==> src/mem_system_pkg.sv <==
package mem_system_pkg;

   //////////////////////////////////////////////////
   // Address split
   //////////////////////////////////////////////////

   // Byte address = tag | index | beat | byte bit
   localparam int TAG_W   = 5;
   localparam int INDEX_W = 8;
   localparam int BEAT_W  = 2;

   // Data and address words
   typedef logic [15:0] word_t;
   typedef logic [15:0] addr_t;

   // Address fields
   typedef logic [TAG_W-1:0]   tag_t;
   typedef logic [INDEX_W-1:0] index_t;
   typedef logic [BEAT_W-1:0]  beat_t;

   //////////////////////////////////////////////////
   // Main memory timing
   //////////////////////////////////////////////////

   // Read data shows up this many cycles after rd
   localparam int MEM_LATENCY = 2;

   // Cycles before a bank takes another access
   localparam int BANK_BUSY = 4;

   //////////////////////////////////////////////////
   // Controller states
   //////////////////////////////////////////////////

   // Separate read and write paths through the request flow
   typedef enum logic [3:0] {
      IDLE         = 4'b0000,
      RD_COMPARE   = 4'b0001,
      RD_WRITEBACK = 4'b0101,
      RD_FILL      = 4'b0110,
      RD_RETURN    = 4'b0111,
      WR_COMPARE   = 4'b0100,
      WR_WRITEBACK = 4'b1001,
      WR_FILL      = 4'b1010,
      WR_RETURN    = 4'b1011
   } ctrl_state_t;

endpackage

==> src/cache_ctrl.sv <==
module cache_ctrl #(
   parameter int NUM_WAYS = 2
) (
   input  logic                   clk,
   input  logic                   rst,
   // CPU side
   input  mem_system_pkg::addr_t  addr,
   input  mem_system_pkg::word_t  data_in,
   input  logic                   rd,
   input  logic                   wr,
   output mem_system_pkg::word_t  data_out,
   output logic                   done,
   output logic                   stall,
   output logic                   cache_hit,
   output logic                   err,
   // Shared way drive
   output logic [NUM_WAYS-1:0]    way_en,
   output logic                   way_comp,
   output logic                   way_write,
   output mem_system_pkg::tag_t   way_tag,
   output mem_system_pkg::index_t way_index,
   output mem_system_pkg::beat_t  way_beat,
   output mem_system_pkg::word_t  way_data,
   // Way selector
   input  logic                   real_hit,
   input  logic                   victimize,
   input  logic [NUM_WAYS-1:0]    fill_way,
   input  mem_system_pkg::tag_t   sel_tag,
   input  mem_system_pkg::word_t  sel_data,
   output logic                   victim,
   // Main memory
   output mem_system_pkg::addr_t  mem_addr,
   output mem_system_pkg::word_t  mem_data_in,
   output logic                   mem_rd,
   output logic                   mem_wr,
   input  mem_system_pkg::word_t  mem_data_out
);
   import mem_system_pkg::*;

   ctrl_state_t state;
   ctrl_state_t next_state;

   // Request held while the CPU moves on
   addr_t req_addr;
   word_t req_data;

   // Beat counter, 0..3 for write-back, 0..5 for fill
   logic [2:0] cnt;

   logic                victim_q;
   logic [NUM_WAYS-1:0] fill_en;

   // State groups
   logic in_compare;
   logic in_wb;
   logic in_fill;
   logic in_return;

   // Captured address fields
   tag_t   req_tag;
   index_t req_index;
   beat_t  req_beat;
   beat_t  fill_beat;

   assign {req_tag, req_index, req_beat} = req_addr[15:1];

   assign in_compare = (state == RD_COMPARE)   || (state == WR_COMPARE);
   assign in_wb      = (state == RD_WRITEBACK) || (state == WR_WRITEBACK);
   assign in_fill    = (state == RD_FILL)      || (state == WR_FILL);
   assign in_return  = (state == RD_RETURN)    || (state == WR_RETURN);

   // Fill data trails its read by MEM_LATENCY
   assign fill_beat = beat_t'(cnt - 3'(MEM_LATENCY));

   //////////////////////////////////////////////////
   // State and counters
   //////////////////////////////////////////////////

   always_ff @(posedge clk) begin
      if (rst) begin
         state    <= IDLE;
         req_addr <= '0;
         cnt      <= '0;
         victim_q <= 1'b0;
         fill_en  <= '0;
      end else begin
         state <= next_state;
         if (state == IDLE) begin
            req_addr <= addr;
         end
         if (in_wb) begin
            cnt <= (cnt == 3'd3) ? 3'd0 : cnt + 3'd1;
         end else if (in_fill) begin
            cnt <= cnt + 3'd1;
         end else begin
            cnt <= '0;
         end
         // Flip on every lookup, hit or miss
         if (in_compare) begin
            victim_q <= ~victim_q;
            if (!real_hit) begin
               fill_en <= fill_way;
            end
         end
      end
   end

   always_ff @(posedge clk) begin
      if (state == IDLE) begin
         req_data <= data_in;
      end
   end

   always_comb begin
      next_state = state;
      case (state)
         IDLE: begin
            if (rd) begin
               next_state = RD_COMPARE;
            end else if (wr) begin
               next_state = WR_COMPARE;
            end
         end
         RD_COMPARE: begin
            next_state = real_hit ? IDLE : (victimize ? RD_WRITEBACK : RD_FILL);
         end
         WR_COMPARE: begin
            next_state = real_hit ? IDLE : (victimize ? WR_WRITEBACK : WR_FILL);
         end
         RD_WRITEBACK: begin
            if (cnt == 3'd3) begin
               next_state = RD_FILL;
            end
         end
         WR_WRITEBACK: begin
            if (cnt == 3'd3) begin
               next_state = WR_FILL;
            end
         end
         // Four reads plus the latency tail
         RD_FILL: begin
            if (cnt == 3'd5) begin
               next_state = RD_RETURN;
            end
         end
         WR_FILL: begin
            if (cnt == 3'd5) begin
               next_state = WR_RETURN;
            end
         end
         default: next_state = IDLE;
      endcase
   end

   //////////////////////////////////////////////////
   // CPU outputs
   //////////////////////////////////////////////////

   assign stall     = (state == IDLE) ? (rd || wr) : 1'b1;
   assign done      = (in_compare && real_hit) || in_return;
   assign cache_hit = in_compare && real_hit;
   assign data_out  = sel_data;

   // Byte bit is ignored for the access itself
   assign err = req_addr[0];

   //////////////////////////////////////////////////
   // Way drive
   //////////////////////////////////////////////////

   // All ways look up, only the fill way is touched afterwards
   assign way_en = in_compare ? '1 : ((in_wb || in_fill || in_return) ? fill_en : '0);

   // Store after refill goes through compare write to set dirty
   assign way_comp  = in_compare || (state == WR_RETURN);
   assign way_write = (state == WR_COMPARE) || (state == WR_RETURN) ||
                      (in_fill && (cnt >= 3'(MEM_LATENCY)));

   assign way_tag   = req_tag;
   assign way_index = req_index;
   assign way_beat  = in_wb ? cnt[1:0] : (in_fill ? fill_beat : req_beat);
   assign way_data  = in_fill ? mem_data_out : req_data;

   // Register has already flipped once past compare
   assign victim = in_compare ? victim_q : ~victim_q;

   //////////////////////////////////////////////////
   // Memory drive
   //////////////////////////////////////////////////

   // Old line goes back under its own tag
   assign mem_addr    = in_wb ? {sel_tag, req_index, cnt[1:0], 1'b0}
                              : {req_tag, req_index, cnt[1:0], 1'b0};
   assign mem_data_in = sel_data;
   assign mem_wr      = in_wb;
   assign mem_rd      = in_fill && (cnt < 3'd4);

   // Completion only from a lookup or a return, then back to IDLE
   a_done_state : assert property (@(posedge clk) disable iff (rst)
      done |-> (in_compare || in_return) ##1 (state == IDLE));

   a_mem_excl : assert property (@(posedge clk) disable iff (rst)
      !(mem_rd && mem_wr));

endmodule

==> config.mk <==
export PLATFORM = sky130hd
export DESIGN_NAME = cache_ctrl
export DESIGN_NICKNAME = d
export VERILOG_FILES = /design/src/mem_system_pkg.sv /design/src/cache_ctrl.sv
export SDC_FILE = /design/constraint.sdc
export NUM_CORES = 1
export LEC_CHECK = 0
export BUFFER_PORTS_ARGS = -buffer_cell sky130_fd_sc_hd__buf_2
export CAP_MARGIN = 20
export CORE_UTILIZATION = 35
export CTS_CLUSTER_DIAMETER = 50
export CTS_CLUSTER_SIZE = 16
export DETAILED_ROUTE_END_ITERATION = 10
export GPL_ROUTABILITY_DRIVEN = 0
export PLACE_DENSITY = 0.68
export SETUP_SLACK_MARGIN = 0.02
export SLEW_MARGIN = 20
export SYNTH_ARGS = -nofsm -noshare
export SYNTH_HDL_FRONTEND = slang
export SYNTH_SLANG_ARGS = --single-unit
export TNS_END_PERCENT = 5
==> constraint.sdc <==
create_clock -name clk -period 5 [get_ports clk]
set_input_delay 0.25 -clock clk [delete_from_list [all_inputs] [get_ports clk]]
set_output_delay 0.25 -clock clk [all_outputs]
set_load 0.05 [all_outputs]
==> key figures <==
Pwr
  • Leakage: roughly 0.0014 uW
  • P per Cell Area: between 800 and 900 nW/um2
  • Worst ir drop on vdd: approximately 0.31 mV

Place
  • Hpwl dp: approximately 4200 um
  • Cell area after placement: 2830 um2
  • IO Port Bufs: 117

Global route
  • First-pass GRT wire length: 8710 um
  • Gr ovfl total: 0
  • Total Routing Usage GR: 14.4%
  • Initial antenna violation count: 0
  • Vias in the first global route: 1,891
  • Pin count of the biggest net entering global routing: 36

Clock network
  • Clk slew on worst S/H paths: roughly 0.080 ns
  • Post-cts resize count: 0
  • Worst-Skew Late Latency: a little under 0.3 ns
  • CTS Buf Count: 5
  • Hold_buf cts: 0
  • Clock sink count: 42
  • Clk root buf: clkbuf_8
  • Setup Fix Bufs, Post-CTS: 0
  • # H-tree levels: 2
  • CTS tree: done
  • Max Root-Sink Buffers: 2

Synthesis
  • Number of synthesized flops with an enable pin: 16
  • Mapped Avg Cell Area: between 8 and 9 um2
  • Number of synthesis warnings: 0
  • Number of synthesized register bits: 42
  • Synth area leaders: dfxtp_1 20%, edfxtp_1 18%, buf_4 16%, nand2_1 12%, a21oi_1 2.7%
  • Seq/Total Area, Yosys: 37.9%
  • Dominant synthesized flop cell: dfxtp_1
  • Syn nets: 397
  • Async set-reset flop share out of synthesis: 0%
  • Mapped Area: 2640 um2
  • Cells after synthesis: 315
  • Area share of the largest cell type after synthesis: 19.7%
  • Post-synth cell types: 48
  • Yosys top cell by area: dfxtp_1

STA
  • Clock Skew: 0.00844 ns
  • Fin crit period: 2.67 ns
  • Worst-margin pin slew: 0.750 ns
  • # setup viols final: 0
  • Max_slew headroom: 50.0%
  • Final hold slack: between 0.1 and 0.15 ns
  • Fin Setup TNS: 0 ns
  • RSZ-0062 raised after global routing: false
  • Pins Over Slew Limit: 0
  • Peak Freq: 375 MHz
  • Final hold vios: 0
  • Final period util: between 50% and 60%

Final layout
  • Share of layout cells above drive strength 1: 40.9%
  • Commonest non-fill, non-tap cells in the layout: 117 x buf_2, 83 x nand2_1, 26 x dfxtp_1
  • Diode count: 0
  • Area Overhead vs Synth: 11.4%
  • Final Util: 40.5%
  • Post-route design area: around 2900 um2
  • Most common cell after layout, fill and taps aside: buf_2
  • Final net count: ~450

Route
  • Vias per Instance: 4.55
  • Wire per inst: about 12 um
  • Metal3 WL: between 400 and 500 um
  • Met1 wire length: 2410 um
  • Initial DRC Count: 113
  • Top layer in use: met4
  • TritonRoute pass-1 iters: 4
  • Vias: 2,119
  • Drc violations: 0
  • Final WL: between 5000 and 6000 um
  • Metal2 WL: 2610 um
  • Post-route ant nets: 0

Floorplanning
  • Die W: just under 90 um
  • Core ar.: between 7000 and 8000 um2
  • Starting Density: 36.4%
  • DIE HEIGHT: approximately 89 um
  • IO Pins: 167
  • Die area: 7890 um2
  • # rows: 31

Critical path
  • CP Launch Type: flip-flop
  • Crit path DAT: about 2.4 ns
  • Req. time, crit path: approximately 4.8 ns
  • Crit path kind: flip-flop to output port
  • Worst-path maximum fanout: 20
  • CP Capture Type: output port

Run
  • Max cap viols: 0

Hold path
  • Hold Path Class: input port to flip-flop

Status
  • Run status: complete, no violations
-- worst paths after layout --
path	from	to	slack, ns	cells past startpoint
worst max-delay path	state[2]	way_data[9]	2.33	5
worst max register to register	state[1]	state[1]	2.49	5
worst min-delay path	data_in[2]	req_data[2]	0.13	1
worst min register to register	req_addr[6]	req_addr[6]	0.47	2
-- state kept, by name, indices dropped and copies added (netlist names) --
name / cells
cnt: 3
fill_en: 2
req_addr: 16
req_data: 16
state: 4
victim_q: 1
-- routing by layer --
| metal | GRT usage [%] | up-vias |
|---|---|---|
| met2 | 24.5 | 78 |
| met5 | 0 | - |
| li1 | - | 1080 |
| met1 | 17.2 | 931 |
| met3 | 3.73 | 30 |
| met4 | 6.16 | 0 |
-- cell type report --
| cell class | count | area (um2) |
|---|---|---|
| Clock inverter | 2 | 37.5 |
| Fill cell | 736 | 4310 |
| Tap cell | 99 | 124 |
| Sequential cell | 42 | 1000 |
| Timing Repair Buffer | 117 | 586 |
| Inverter | 6 | 27.5 |
| Multi-Input combinational cell | 194 | 1090 |
| Clock buffer | 6 | 72.6 |
-- cells by family after synthesis --
logic type | synth area share [%]
XOR/XNOR | 1.66
AND/OR/NAND/NOR | 20.5
adder cells (fa/ha/maj) | 2.37
flip-flops | 37.9
multiplexers | 3.32
AO/OA/AOI/OAI | 13.2
buffers and inverters | 20.8
other | 0.142
-- synth_stat cells, types with 2 or more instances --
cell	count
a21oi_1	14
nor2_1	14
a211oi_1	2
ha_1	5
or3_1	2
o21ai_0	8
nand2_1	83
nand2b_1	5
a21oi_2	8
a221oi_1	2
buf_1	2
inv_1	5
xnor2_1	4
nor2b_1	4
mux2i_1	2
mux2_2	6
buf_2	2
o22ai_1	2
nand2_2	8
nor3_1	3
clkbuf_1	10
dfxtp_1	26
o21bai_1	2
edfxtp_1	16
a21o_1	2
buf_4	56
-- through the flow --
step,power (uW),worst slack [ns],instances
floorplan,2070,2.66,315
global placement,2140,2.50,458
detailed placement,2160,2.37,458
CTS,2430,2.04,466
global route,2560,2.08,466
finish,2410,2.33,466
-- critical path, stage by stage (launching register included) --
cell and delay, ns:
dfxtp_1 0.65, xor2_1 0.45, nand2_1 0.52, nand2_1 0.23, nand2_1 0.07, buf_2 0.21
-- where the power goes --
group | total, uW | switching, uW | leakage [uW] | internal, uW
combinational | 1520 | 1160 | 0.000968 | 357
sequential | 621 | 103 | 0.000374 | 518
clock | 267 | 118 | 0.0000514 | 149
total | 2410 | 1380 | 0.00139 | 1020
(Power assumes the default switching activity.)
