## config.mk

```make
export PLATFORM = sky130hd
export DESIGN_NAME = way_select
export DESIGN_NICKNAME = d
export VERILOG_FILES = /design/src/mem_system_pkg.sv /design/src/way_select.sv
export SDC_FILE = /design/constraint.sdc
export NUM_CORES = 1
export LEC_CHECK = 0
export ABC_AREA = 1
export ABC_CLOCK_PERIOD_IN_PS = 1500
export BUFFER_PORTS_ARGS = -buffer_cell sky130_fd_sc_hd__buf_2
export CAP_MARGIN = 20
export CORE_UTILIZATION = 34
export DETAILED_ROUTE_END_ITERATION = 8
export PLACE_DENSITY = 0.91
export SYNTH_ARGS = -nofsm -noshare
export SYNTH_HDL_FRONTEND = slang
export SYNTH_SLANG_ARGS = --single-unit
```

## constraint.sdc

```tcl
create_clock -name vclk -period 1.5
set_input_delay 0.15 -clock vclk [all_inputs]
set_output_delay 0.15 -clock vclk [all_outputs]
set_load 0.005 [all_outputs]
```

## src/mem_system_pkg.sv

```systemverilog
package mem_system_pkg;

   //////////////////////////////////////////////////
   // Address split
   //////////////////////////////////////////////////

   // Byte address = tag | index | beat | byte bit
   localparam int TAG_W   = 5;
   localparam int INDEX_W = 8;
   localparam int BEAT_W  = 2;

   // Data and address words
   typedef logic [15:0] word_t;
   typedef logic [15:0] addr_t;

   // Address fields
   typedef logic [TAG_W-1:0]   tag_t;
   typedef logic [INDEX_W-1:0] index_t;
   typedef logic [BEAT_W-1:0]  beat_t;

   //////////////////////////////////////////////////
   // Main memory timing
   //////////////////////////////////////////////////

   // Read data shows up this many cycles after rd
   localparam int MEM_LATENCY = 2;

   // Cycles before a bank takes another access
   localparam int BANK_BUSY = 4;

   //////////////////////////////////////////////////
   // Controller states
   //////////////////////////////////////////////////

   // Separate read and write paths through the request flow
   typedef enum logic [3:0] {
      IDLE         = 4'b0000,
      RD_COMPARE   = 4'b0001,
      RD_WRITEBACK = 4'b0101,
      RD_FILL      = 4'b0110,
      RD_RETURN    = 4'b0111,
      WR_COMPARE   = 4'b0100,
      WR_WRITEBACK = 4'b1001,
      WR_FILL      = 4'b1010,
      WR_RETURN    = 4'b1011
   } ctrl_state_t;

endpackage

```

## src/way_select.sv

```systemverilog
module way_select #(
   parameter int NUM_WAYS = 2
) (
   input  mem_system_pkg::tag_t  tag_in,
   input  logic                  victim,
   input  logic [NUM_WAYS-1:0]   hit,
   input  logic [NUM_WAYS-1:0]   valid,
   input  logic [NUM_WAYS-1:0]   dirty,
   input  mem_system_pkg::tag_t  tag_out [NUM_WAYS],
   input  mem_system_pkg::word_t data_out [NUM_WAYS],
   output logic                  real_hit,
   output logic                  victimize,
   output logic [NUM_WAYS-1:0]   fill_way,
   output mem_system_pkg::tag_t  sel_tag,
   output mem_system_pkg::word_t sel_data
);
   import mem_system_pkg::*;

   // One-hot vectors
   logic [NUM_WAYS-1:0] match;
   logic [NUM_WAYS-1:0] pick;

   assign real_hit = |hit;

   // Valid way holding the requested tag
   always_comb begin
      for (int w = 0; w < NUM_WAYS; w++) begin
         match[w] = valid[w] && (tag_out[w] == tag_in);
      end
   end

   // Lowest invalid way first, else the victim way
   always_comb begin
      fill_way = '0;
      if (&valid) begin
         fill_way[victim] = 1'b1;
      end else begin
         for (int w = NUM_WAYS - 1; w >= 0; w--) begin
            if (!valid[w]) begin
               fill_way    = '0;
               fill_way[w] = 1'b1;
            end
         end
      end
   end

   // Dirty line in the way about to be refilled
   assign victimize = |(fill_way & valid & dirty);

   //////////////////////////////////////////////////
   // Output mux
   //////////////////////////////////////////////////

   assign pick = (|match) ? match : fill_way;

   always_comb begin
      sel_tag  = '0;
      sel_data = '0;
      for (int w = 0; w < NUM_WAYS; w++) begin
         if (pick[w]) begin
            sel_tag  = tag_out[w];
            sel_data = data_out[w];
         end
      end
   end

endmodule

```

==> impl_results.md, run 1 <==
* Pre-CTS setup slack at ~0.053 ns
* Synth unique cells at 14
* Vias at ~990
* HP Class: input port to output port
* Worst setup path end: sel_data[7]
* Sequential area share after synthesis at 0%
* Max VDD drop at ~0.00016 V
* Routability cong. at between 0.7 and 0.8
* Slowest stage delay, CP at about 0.19 ns
* Top cells by area, synth: nand2_1 (41%), nand3_1 (21%), inv_1 (6.3%)
* Hold Startpoint: hit[1]
* Worst Tran Pin Value at between 0.2 and 0.25 ns
* Cts-stage hold buffer count at 0
* Aggregate routed wire length at ~1900 um
* CP max-delay cell: buf_4
* Seq_cells at 0
* Final Cycle Share at slightly above 90%
* Layout cells sized above 1 at roughly 46%
* Final Hold Fails at 0
* Vias in the first global route at approximately 840
* Overflow after GRT at 0
* Initial cell density of the core at 36.22%
* YS warnings at 0
* Vias per inst at roughly 4.7
* I/O pins at 79
* Critical path startpoint category: input port
* CP arrival at approximately 1.2 ns
* Rel. slew slack at a little under nine tenths
* Core ar. at 0.001489 sq mm
* GRT Total Usage at roughly a fifth
* Largest net degree at the start of global routing at 22
* Antenna viol nets, final at 0
* Area leader, netlist: nand2_1
* Post-Route Setup TNS at 0 ns
* Drt wl/cell at roughly 8.8 um
* DPL Wire Length at ~1600 um
* Most frequent cell after synthesis: nand2_1
* Leak at approximately 0.00067 uW
* FMAX at roughly 730 MHz
* Post-CTS sizing at 0
* Chip width at roughly 42 um
* RSZ-0062 raised after global routing: no
* Std-Cell Rows at 14
* Crit. End Element: output port
* Initial detailed-routing violation count at 10
* # port buffers at just under 80
* Max-Cap Viols at 0
* P&R area growth vs syn at 73.78%
* Nets at roughly 250
* Synth top area share at 41.07%
* Outcome: finished, final reports clean
* CP cell instances: buf_2 > nor2_1 > nor2_1 > nor2_1 > nand3_1 > nand2_2 > buf_4 > nand3_1 > nand2_1 > buf_2
* Slew Viols, Final at 0
* Die area at around 0.0017 sq mm
* Start point of the critical path: tag_in[2]
* DRT Pass-1 Iters at 6
* Syn nets at around 170
* Mapped Cells at ~120
* CLK BUF at 0
* Final setup viols at 0
* Crit Path Category: input port to output port
* Synth Area per Inst at 4.532 sq um
* Post-synth top cells: nand2_1 (59), nand3_1 (23), inv_1 (9), nor2_1 (9), buf_4 (4)
* Top fanout value on the critical path at 11
* Sequential cell area at 0 sq um
* Final WS setup at about 0.13 ns
* Initial antenna violation count at 0
* PwrDens at between 300 and 400 mW/mm^2
* # DRC at 0
* # diodes at 0
* Cell Area, Synth at about 540 sq um
* Most used cell, CP: nor2_1
* First-pass GRT wire length at between 3000 and 4000 um
* Height of the die at 41.83 um
* Crit path time final at 1.366 ns
* Post-CTS Setup Bufs at 0
* CP Data Required Time at about 1.4 ns
cell usage in the layout (no fill, tap or decap):
cell type	n
o21ai_0	1
nand3_1	23
buf_4	4
inv_1	9
or2_2	1
buf_2	79
nand2_1	59
xnor2_1	3
nand2_2	2
nor2_1	9
nand3b_1	1
inv_2	2
nand2_4	1
o21ai_1	1
nor2_2	1
metal layers:
| layer | vias to the layer above | part of all wire, % | global-route usage (%) |
|---|---|---|---|
| met1 | 426 | 40 | 23.95 |
| met5 | - | 0 | 0 |
| met3 | 0 | 6.5 | 0.8696 |
| met4 | 0 | 0 | 0 |
| li1 | 520 | - | - |
| met2 | 40 | 54 | 44.38 |
worst min path at each step:
stage	to	cells past startpoint
CTS	real_hit	3
floorplan	fill_way[0]	1
global route	real_hit	3
global placement	real_hit	3
finish	real_hit	3
detailed placement	real_hit	3
critical path, delay by kind of cell:
| family | cells | cell delay (ns) |
|---|---|---|
| buffers and inverters | 3 | 0.41 |
| and+or+nand+nor | 7 | 0.64 |
metrics by stage:
| step | cells | cell area (sq um) | hold WS (ns) | total power, uW | utilization (%) |
|---|---|---|---|---|---|
| finish | 212 | 937.1 | 0.5516 | 295.4 | 62.94 |
| global route | 212 | 937.1 | 0.5667 | 333.5 | 62.94 |
| CTS | 212 | 932.1 | 0.5547 | 295.4 | 62.61 |
| detailed placement | 212 | 932.1 | 0.5532 | 294.1 | 62.61 |
| global placement | 212 | 932.1 | 0.5473 | 285.2 | 62.61 |
| floorplan | 119 | 539.3 | 0.3785 | 150.3 | - |
where the power goes:
part,switching (uW),internal (uW)
combinational,145,150
clock,0,0
sequential,0,0
total,145,150
cell type report:
type | instances | area (sq um)
Timing Repair Buffer | 83 | 425.4
Multi-Input combinational cell | 102 | 450.4
Inverter | 11 | 41.29
Fill cell | 160 | 551.8
Tap cell | 16 | 20.02
logic make-up (layout without fill, tap and decap cells):
kind of cell              after synthesis  after routing  synth area share, %
and+or+nand+nor                        97             97                75.87
buffers and inverters                  17             94                17.40
xor gates and xnor gates                3              3                4.873
AOI/OAI and AO/OA                       2              2                1.854
Note: power is estimated with default switching activity, not from simulation.
==> run 2: changes to the inputs <==
Settings changed: ABC_CLOCK_PERIOD_IN_PS 1500 to 1200, CORE_UTILIZATION 34 to 28, PLACE_DENSITY 0.91 to 0.8, SLEW_MARGIN from default to 40, TNS_END_PERCENT from default to 5.
Clock period 1.5 ns to 1.2 ns, I/O delays scaled along.
==> run 2 against run 1 <==
The run now ends with setup timing left. Sequential share of layout area unchanged. Design area increased by 31%. Combinational power increased by 61%. Count of clock-buffer cells in the layout did not move. Die area increased by 20%. First-iteration DRC count up 10%. Critical path depth rose by 2. Hold slack worse by 0.059 ns. Highest routed layer is now met4. Global-route usage shrank 4.7 points. Via count grew 3.4%. Critical endpoint is now sel_data[8]. Setup slack got worse by 0.28 ns.
==> impl_results.md, run 2 (same netlist as run 1, synthesis figures left out) <==
* Outcome: complete, but fails checks
* Failing checks: setup timing
* Most used cell, CP: nand2_1
* Final Cycle Share at 111.9%
* FMAX at 744.6 MHz
* Hold Startpoint: data_out[31]
* Layout cells sized above 1 at 58.62%
* CP Buf/Inv Count at 4
* Vias in the first global route at approximately 740
* # DRC at 0
* Finished Cell Area at roughly 0.0012 sq mm
* Sequential cell area at 0 sq um
* First-pass GRT wire length at approximately 2700 um
* Most frequent cells in the layout: buf_2 (68), nand2_1 (57), nand3_2 (14)
* CLK BUF at 0
* Initial detailed-routing violation count at 11
* Crit path time final at between 1 and 1.5 ns
* Max VDD drop at approximately 0.00022 V
* Rel. slew slack at between 80% and 90%
* Die area at ~0.0021 sq mm
* Slew Viols, Final at 0
* Seq_cells at 0
* CP Data Required Time at 1.08 ns
* Final Total Pwr at 476.1 uW
* Largest net degree at the start of global routing at 22
* GRT Total Usage at 16.34%
* DRT Pass-1 Iters at 4
* Hold endpoint: sel_data[15]
* HP Class: input port to output port
* Final WS setup at -0.1429 ns
* Aggregate routed wire length at 2278 um
* Drt wl/cell at 9.991 um
* Top fanout value on the critical path at 7
* Slowest stage delay, CP at 0.19 ns
* Placed Area at ~970 sq um
* RSZ-0062 raised after global routing: yes
* # diodes at 0
* Most common cell after layout, fill and taps aside: buf_2
* DPL Wire Length at around 1500 um
* CP cell instances: buf_6 > inv_2 > nand2_1 > nand2_1 > nor2_1 > nand2_1 > nor2_2 > nand2_4 > clkbuf_16 > nand3_2 > nand2_1 > buf_2
* Final setup viols at 21
* Critical path startpoint category: input port
* # port buffers at slightly below 80
* Max-Cap Viols at 0
* Height of the die at ~46 um
* CP arrival at about 1.2 ns
* Crit Path Category: input port to output port
* Vias per inst at 4.474
* Leak at around 0.00077 uW
* Nets at ~260
* Core ar. at 0.001764 sq mm
* Overflow after GRT at 0
* Antenna viol nets, final at 0
* Chip width at 45.89 um
* Final hold slack at between 0.4 and 0.5 ns
* Initial antenna violation count at 0
* Worst Tran Pin Value at between 0.15 and 0.2 ns
* Hold Path Cell Cnt at 4
* PwrDens at between 300 and 400 mW/mm^2
* Vias at 1020
* I/O pins at just under 80
* Crit-path leading delay family: simple AND/OR/NAND/NOR gates
* P&R area growth vs syn at 127.6%
* Std-Cell Rows at 15
* CP max-delay cell: clkbuf_16
* Crit. End Element: output port
* Final Hold Fails at 0
* Initial cell density of the core at a little over 30%
* Routability cong. at about 0.76
-- run 2: worst max path at each step --
stage | start | endpoint | slack, ns | cells past startpoint
global route | tag_out[5] | sel_data[7] | -0.23 | 12
finish | tag_out[5] | sel_data[8] | -0.14 | 12
global placement | tag_in[4] | sel_data[3] | -0.16 | 10
detailed placement | tag_in[4] | sel_data[3] | -0.18 | 10
CTS | tag_out[4] | sel_data[3] | -0.07 | 10
floorplan | tag_in[2] | sel_data[0] | 0.22 | 9
-- run 2: repair_timing --
action	4_1_cts	5_1_grt
setup endpoints to repair	21	21
hold endpoints to repair	0	0
buffers inserted	0	0
cloned	1	2
resized for setup	27	22
pin swaps	26	19
hold buffers	0	0
-- run 2: area by class of cell --
cell class | instances | area [sq um]
fillers | 181 | 536.8
inverters | 11 | 41.29
multi-input cells | 103 | 563.0
well taps | 25 | 31.28
repair buffers | 89 | 591.8
-- run 2: metal layers --
metal / vias to the layer above / wire, um / global-route usage [%]
met1: 425 / 945 / 20.23
met5: - / 0 / 0
met3: 6 / 152 / 0.3968
met2: 47 / 1128 / 32.39
li1: 542 / - / -
met4: 0 / 51 / 0
-- run 2: report_power, final --
group	total (uW)	internal (uW)	leakage, uW	switching (uW)
logic	476	255	0.000768	221
clock network	0	0	0	0
registers	0	0	0	0
-- run 2: through the flow --
| stage | setup WS (ns) | cells | utilization, % | setup TNS, ns |
|---|---|---|---|---|
| floorplan | 0.2224 | 119 | - | 0 |
| global placement | -0.1628 | 225 | 55.18 | -3.224 |
| detailed placement | -0.1788 | 225 | 55.18 | -3.536 |
| CTS | -0.06564 | 226 | 63.12 | -1.206 |
| global route | -0.2340 | 228 | 69.57 | -4.355 |
| finish | -0.1429 | 228 | 69.57 | -2.565 |
==> run 3: changes to the inputs <==
Settings changed: ABC_AREA 1 to default, CORE_UTILIZATION 28 to 38, PLACE_DENSITY 0.8 to default, PLACE_DENSITY_LB_ADDON from default to 0.3.
==> run 3 against run 2 <==
The run still ends with setup timing left. Count of clock-buffer cells in the layout is the same. Global-route usage grew 9.8 points. Largest power group unchanged. Area after synthesis up 81%. Utilization decreased by 0.44 points. Setup slack worse by 0.036 ns. Combinational power increased by 43%.
==> impl_results.md, run 3 <==
* Outcome: complete, but fails checks
* Failing checks: setup timing
* Final WS setup at -0.1792 ns
* Synth Area per Inst at approximately 7.9 sq um
* Start point of the critical path: tag_in[1]
* Final Cycle Share at 114.9%
* Area of the multi-input gates at ~930 sq um
* Layout cells sized above 1 at between 60% and 70%
* Post-Route Setup TNS at -3.241 ns
* Antenna viol nets, final at 0
* Initial detailed-routing violation count at 18
* Syn nets at about 180
* Sequential area share after synthesis at 0%
* First-pass GRT wire length at between 5000 and 6000 um
* Initial cell density of the core at about two fifths
* Final hold slack at around 0.49 ns
* Initial antenna violation count at 0
* P&R area growth vs syn at 64.65%
* Fillers at 200
* CLK BUF at 0
* Slowest stage delay, CP at roughly 0.21 ns
* Routability cong. at slightly above 0.8
* # DRC at 0
* Placed Area at approximately 0.0014 sq mm
* Nets at between 200 and 300
* Slew Viols, Final at 0
* Leak at 0.0007205 uW
* Most common cell after layout, fill and taps aside: buf_2
* Seq_cells at 0
* HP Class: input port to output port
* Area leader, netlist: o211ai_2
* Worst Tran Pin Value at 0.2504 ns
* Rel. slew slack at about 83%
* Most frequent cell after synthesis: o211ai_1
* Synth top area share at between 20% and 30%
* Max-Cap Viols at 0
* FMAX at 725.1 MHz
* PwrDens at approximately 420 mW/mm^2
* Most used cell, CP: buf_6
* Vias in the first global route at 1255
* CP cell instances: buf_6 > xnor2_1 > nand4_1 > buf_6 > o21ai_1 > o211ai_2 > buf_2
* Die area at approximately 0.0028 sq mm
* Vias at roughly 1400
* Synth unique cells at 21
* Vias per inst at roughly 5.8
* CP Data Required Time at between 1 and 1.5 ns
* DRT Pass-1 Iters at 4
* RSZ-0062 raised after global routing: yes
* Crit Path Category: input port to output port
* Crit. End Element: output port
* Top cells by area, synth: o211ai_2 (26%), o211ai_1 (17%), clkbuf_8 (13%)
* Chip width at ~53 um
* Final Total Pwr at roughly 680 uW
* I/O pins at between 70 and 80
* YS warnings at 0
* Worst setup path end: sel_data[11]
* Height of the die at roughly 53 um
* Most frequent cells in the layout: buf_2 (75), o211ai_1 (22), nand3_1 (21)
* Std-Cell Rows at 17
* Sequential cell area at 0 sq um
* Crit path time final at between 1 and 1.5 ns
* Final setup viols at 21
* Critical path startpoint category: input port
* Max VDD drop at 0.0002611 V
* Aggregate routed wire length at approximately 3600 um
* CP max-delay cell: xnor2_1
* CP arrival at around 1.3 ns
* GRT Total Usage at a little over a quarter
* Post-synth top cells: o211ai_1 (22), nand3_1 (21), o21ai_0 (21)
* DPL Wire Length at about 2600 um
* # diodes at 0
* Crit-path leading delay family: buffers and inverters
* Overflow after GRT at 0
* Cts-stage hold buffer count at 0
* # port buffers at 79
* CP Buf/Inv Count at 3
* Drt wl/cell at about 15 um
* Core ar. at 0.002318 sq mm
* Finished Cell Area at ~0.0016 sq mm
* Worst path depth at 7
* Largest net degree at the start of global routing at 24
* Final Hold Fails at 0
* Cell Area, Synth at slightly below 0.001 sq mm
* Top fanout value on the critical path at 14
* Mapped Cells at approximately 120
* Placed Cells incl. Taps at 234
* Final cell count without fillers at 235
==> run 3: per-stage QoR <==
step / setup slack, ns / util [%]
floorplan: 0.07647 / -
finish: -0.1792 / 69.13
detailed placement: -0.2548 / 59.96
CTS: -0.1641 / 66.70
global placement: -0.2106 / 59.96
global route: -0.2218 / 69.13
==> run 3: cell families (layout without fill, tap and decap cells) <==
family | after synthesis | in the layout | synth area share [%]
xor gates and xnor gates | 10 | 10 | 8.997
and+or+nand+nor | 30 | 30 | 16.45
muxes | 1 | 1 | 1.028
AOI/OAI and AO/OA | 65 | 65 | 55.40
buffers and inverters | 18 | 101 | 18.12
==> run 3: layout make-up <==
type	instances	area share [%]
Multi-Input combinational cell	106	57.85
Tap cell	28	2.186
Inverter	2	0.4684
Timing Repair Buffer	99	39.50
==> run 3: what timing repair did <==
item / CTS / global route
setup endpoints to repair: 21 / 21
pin swaps: 21 / 6
setup buffers: 0 / 0
gates resized for setup: 47 / 14
cloned: 1 / 0
==> run 3: how the worst min path moves through the flow <==
stage / startpoint / end / slack, ns / cells after the start
2_1_floorplan: valid[1] / victimize / 0.32 / 2
3_3_place_gp: hit[0] / real_hit / 0.49 / 3
3_5_place_dp: hit[0] / real_hit / 0.49 / 3
4_1_cts: hit[0] / real_hit / 0.49 / 3
5_1_grt: hit[1] / real_hit / 0.49 / 3
6_report: hit[0] / real_hit / 0.49 / 3
==> run 3: report_power, final <==
group	total (uW)	leakage (uW)	internal (uW)	switching [uW]
Sequential	0	0	0	0
Combinational	680	0.000721	345	335
Clock	0	0	0	0
==> run 3: metal layers <==
layer	share of wire, %	wire length [um]	global-route usage [%]
met1	41	1505	32.48
met2	53	1934	50.63
met3	4.4	160	0.2899
met4	0.94	34	2.632
met5	0	0	0
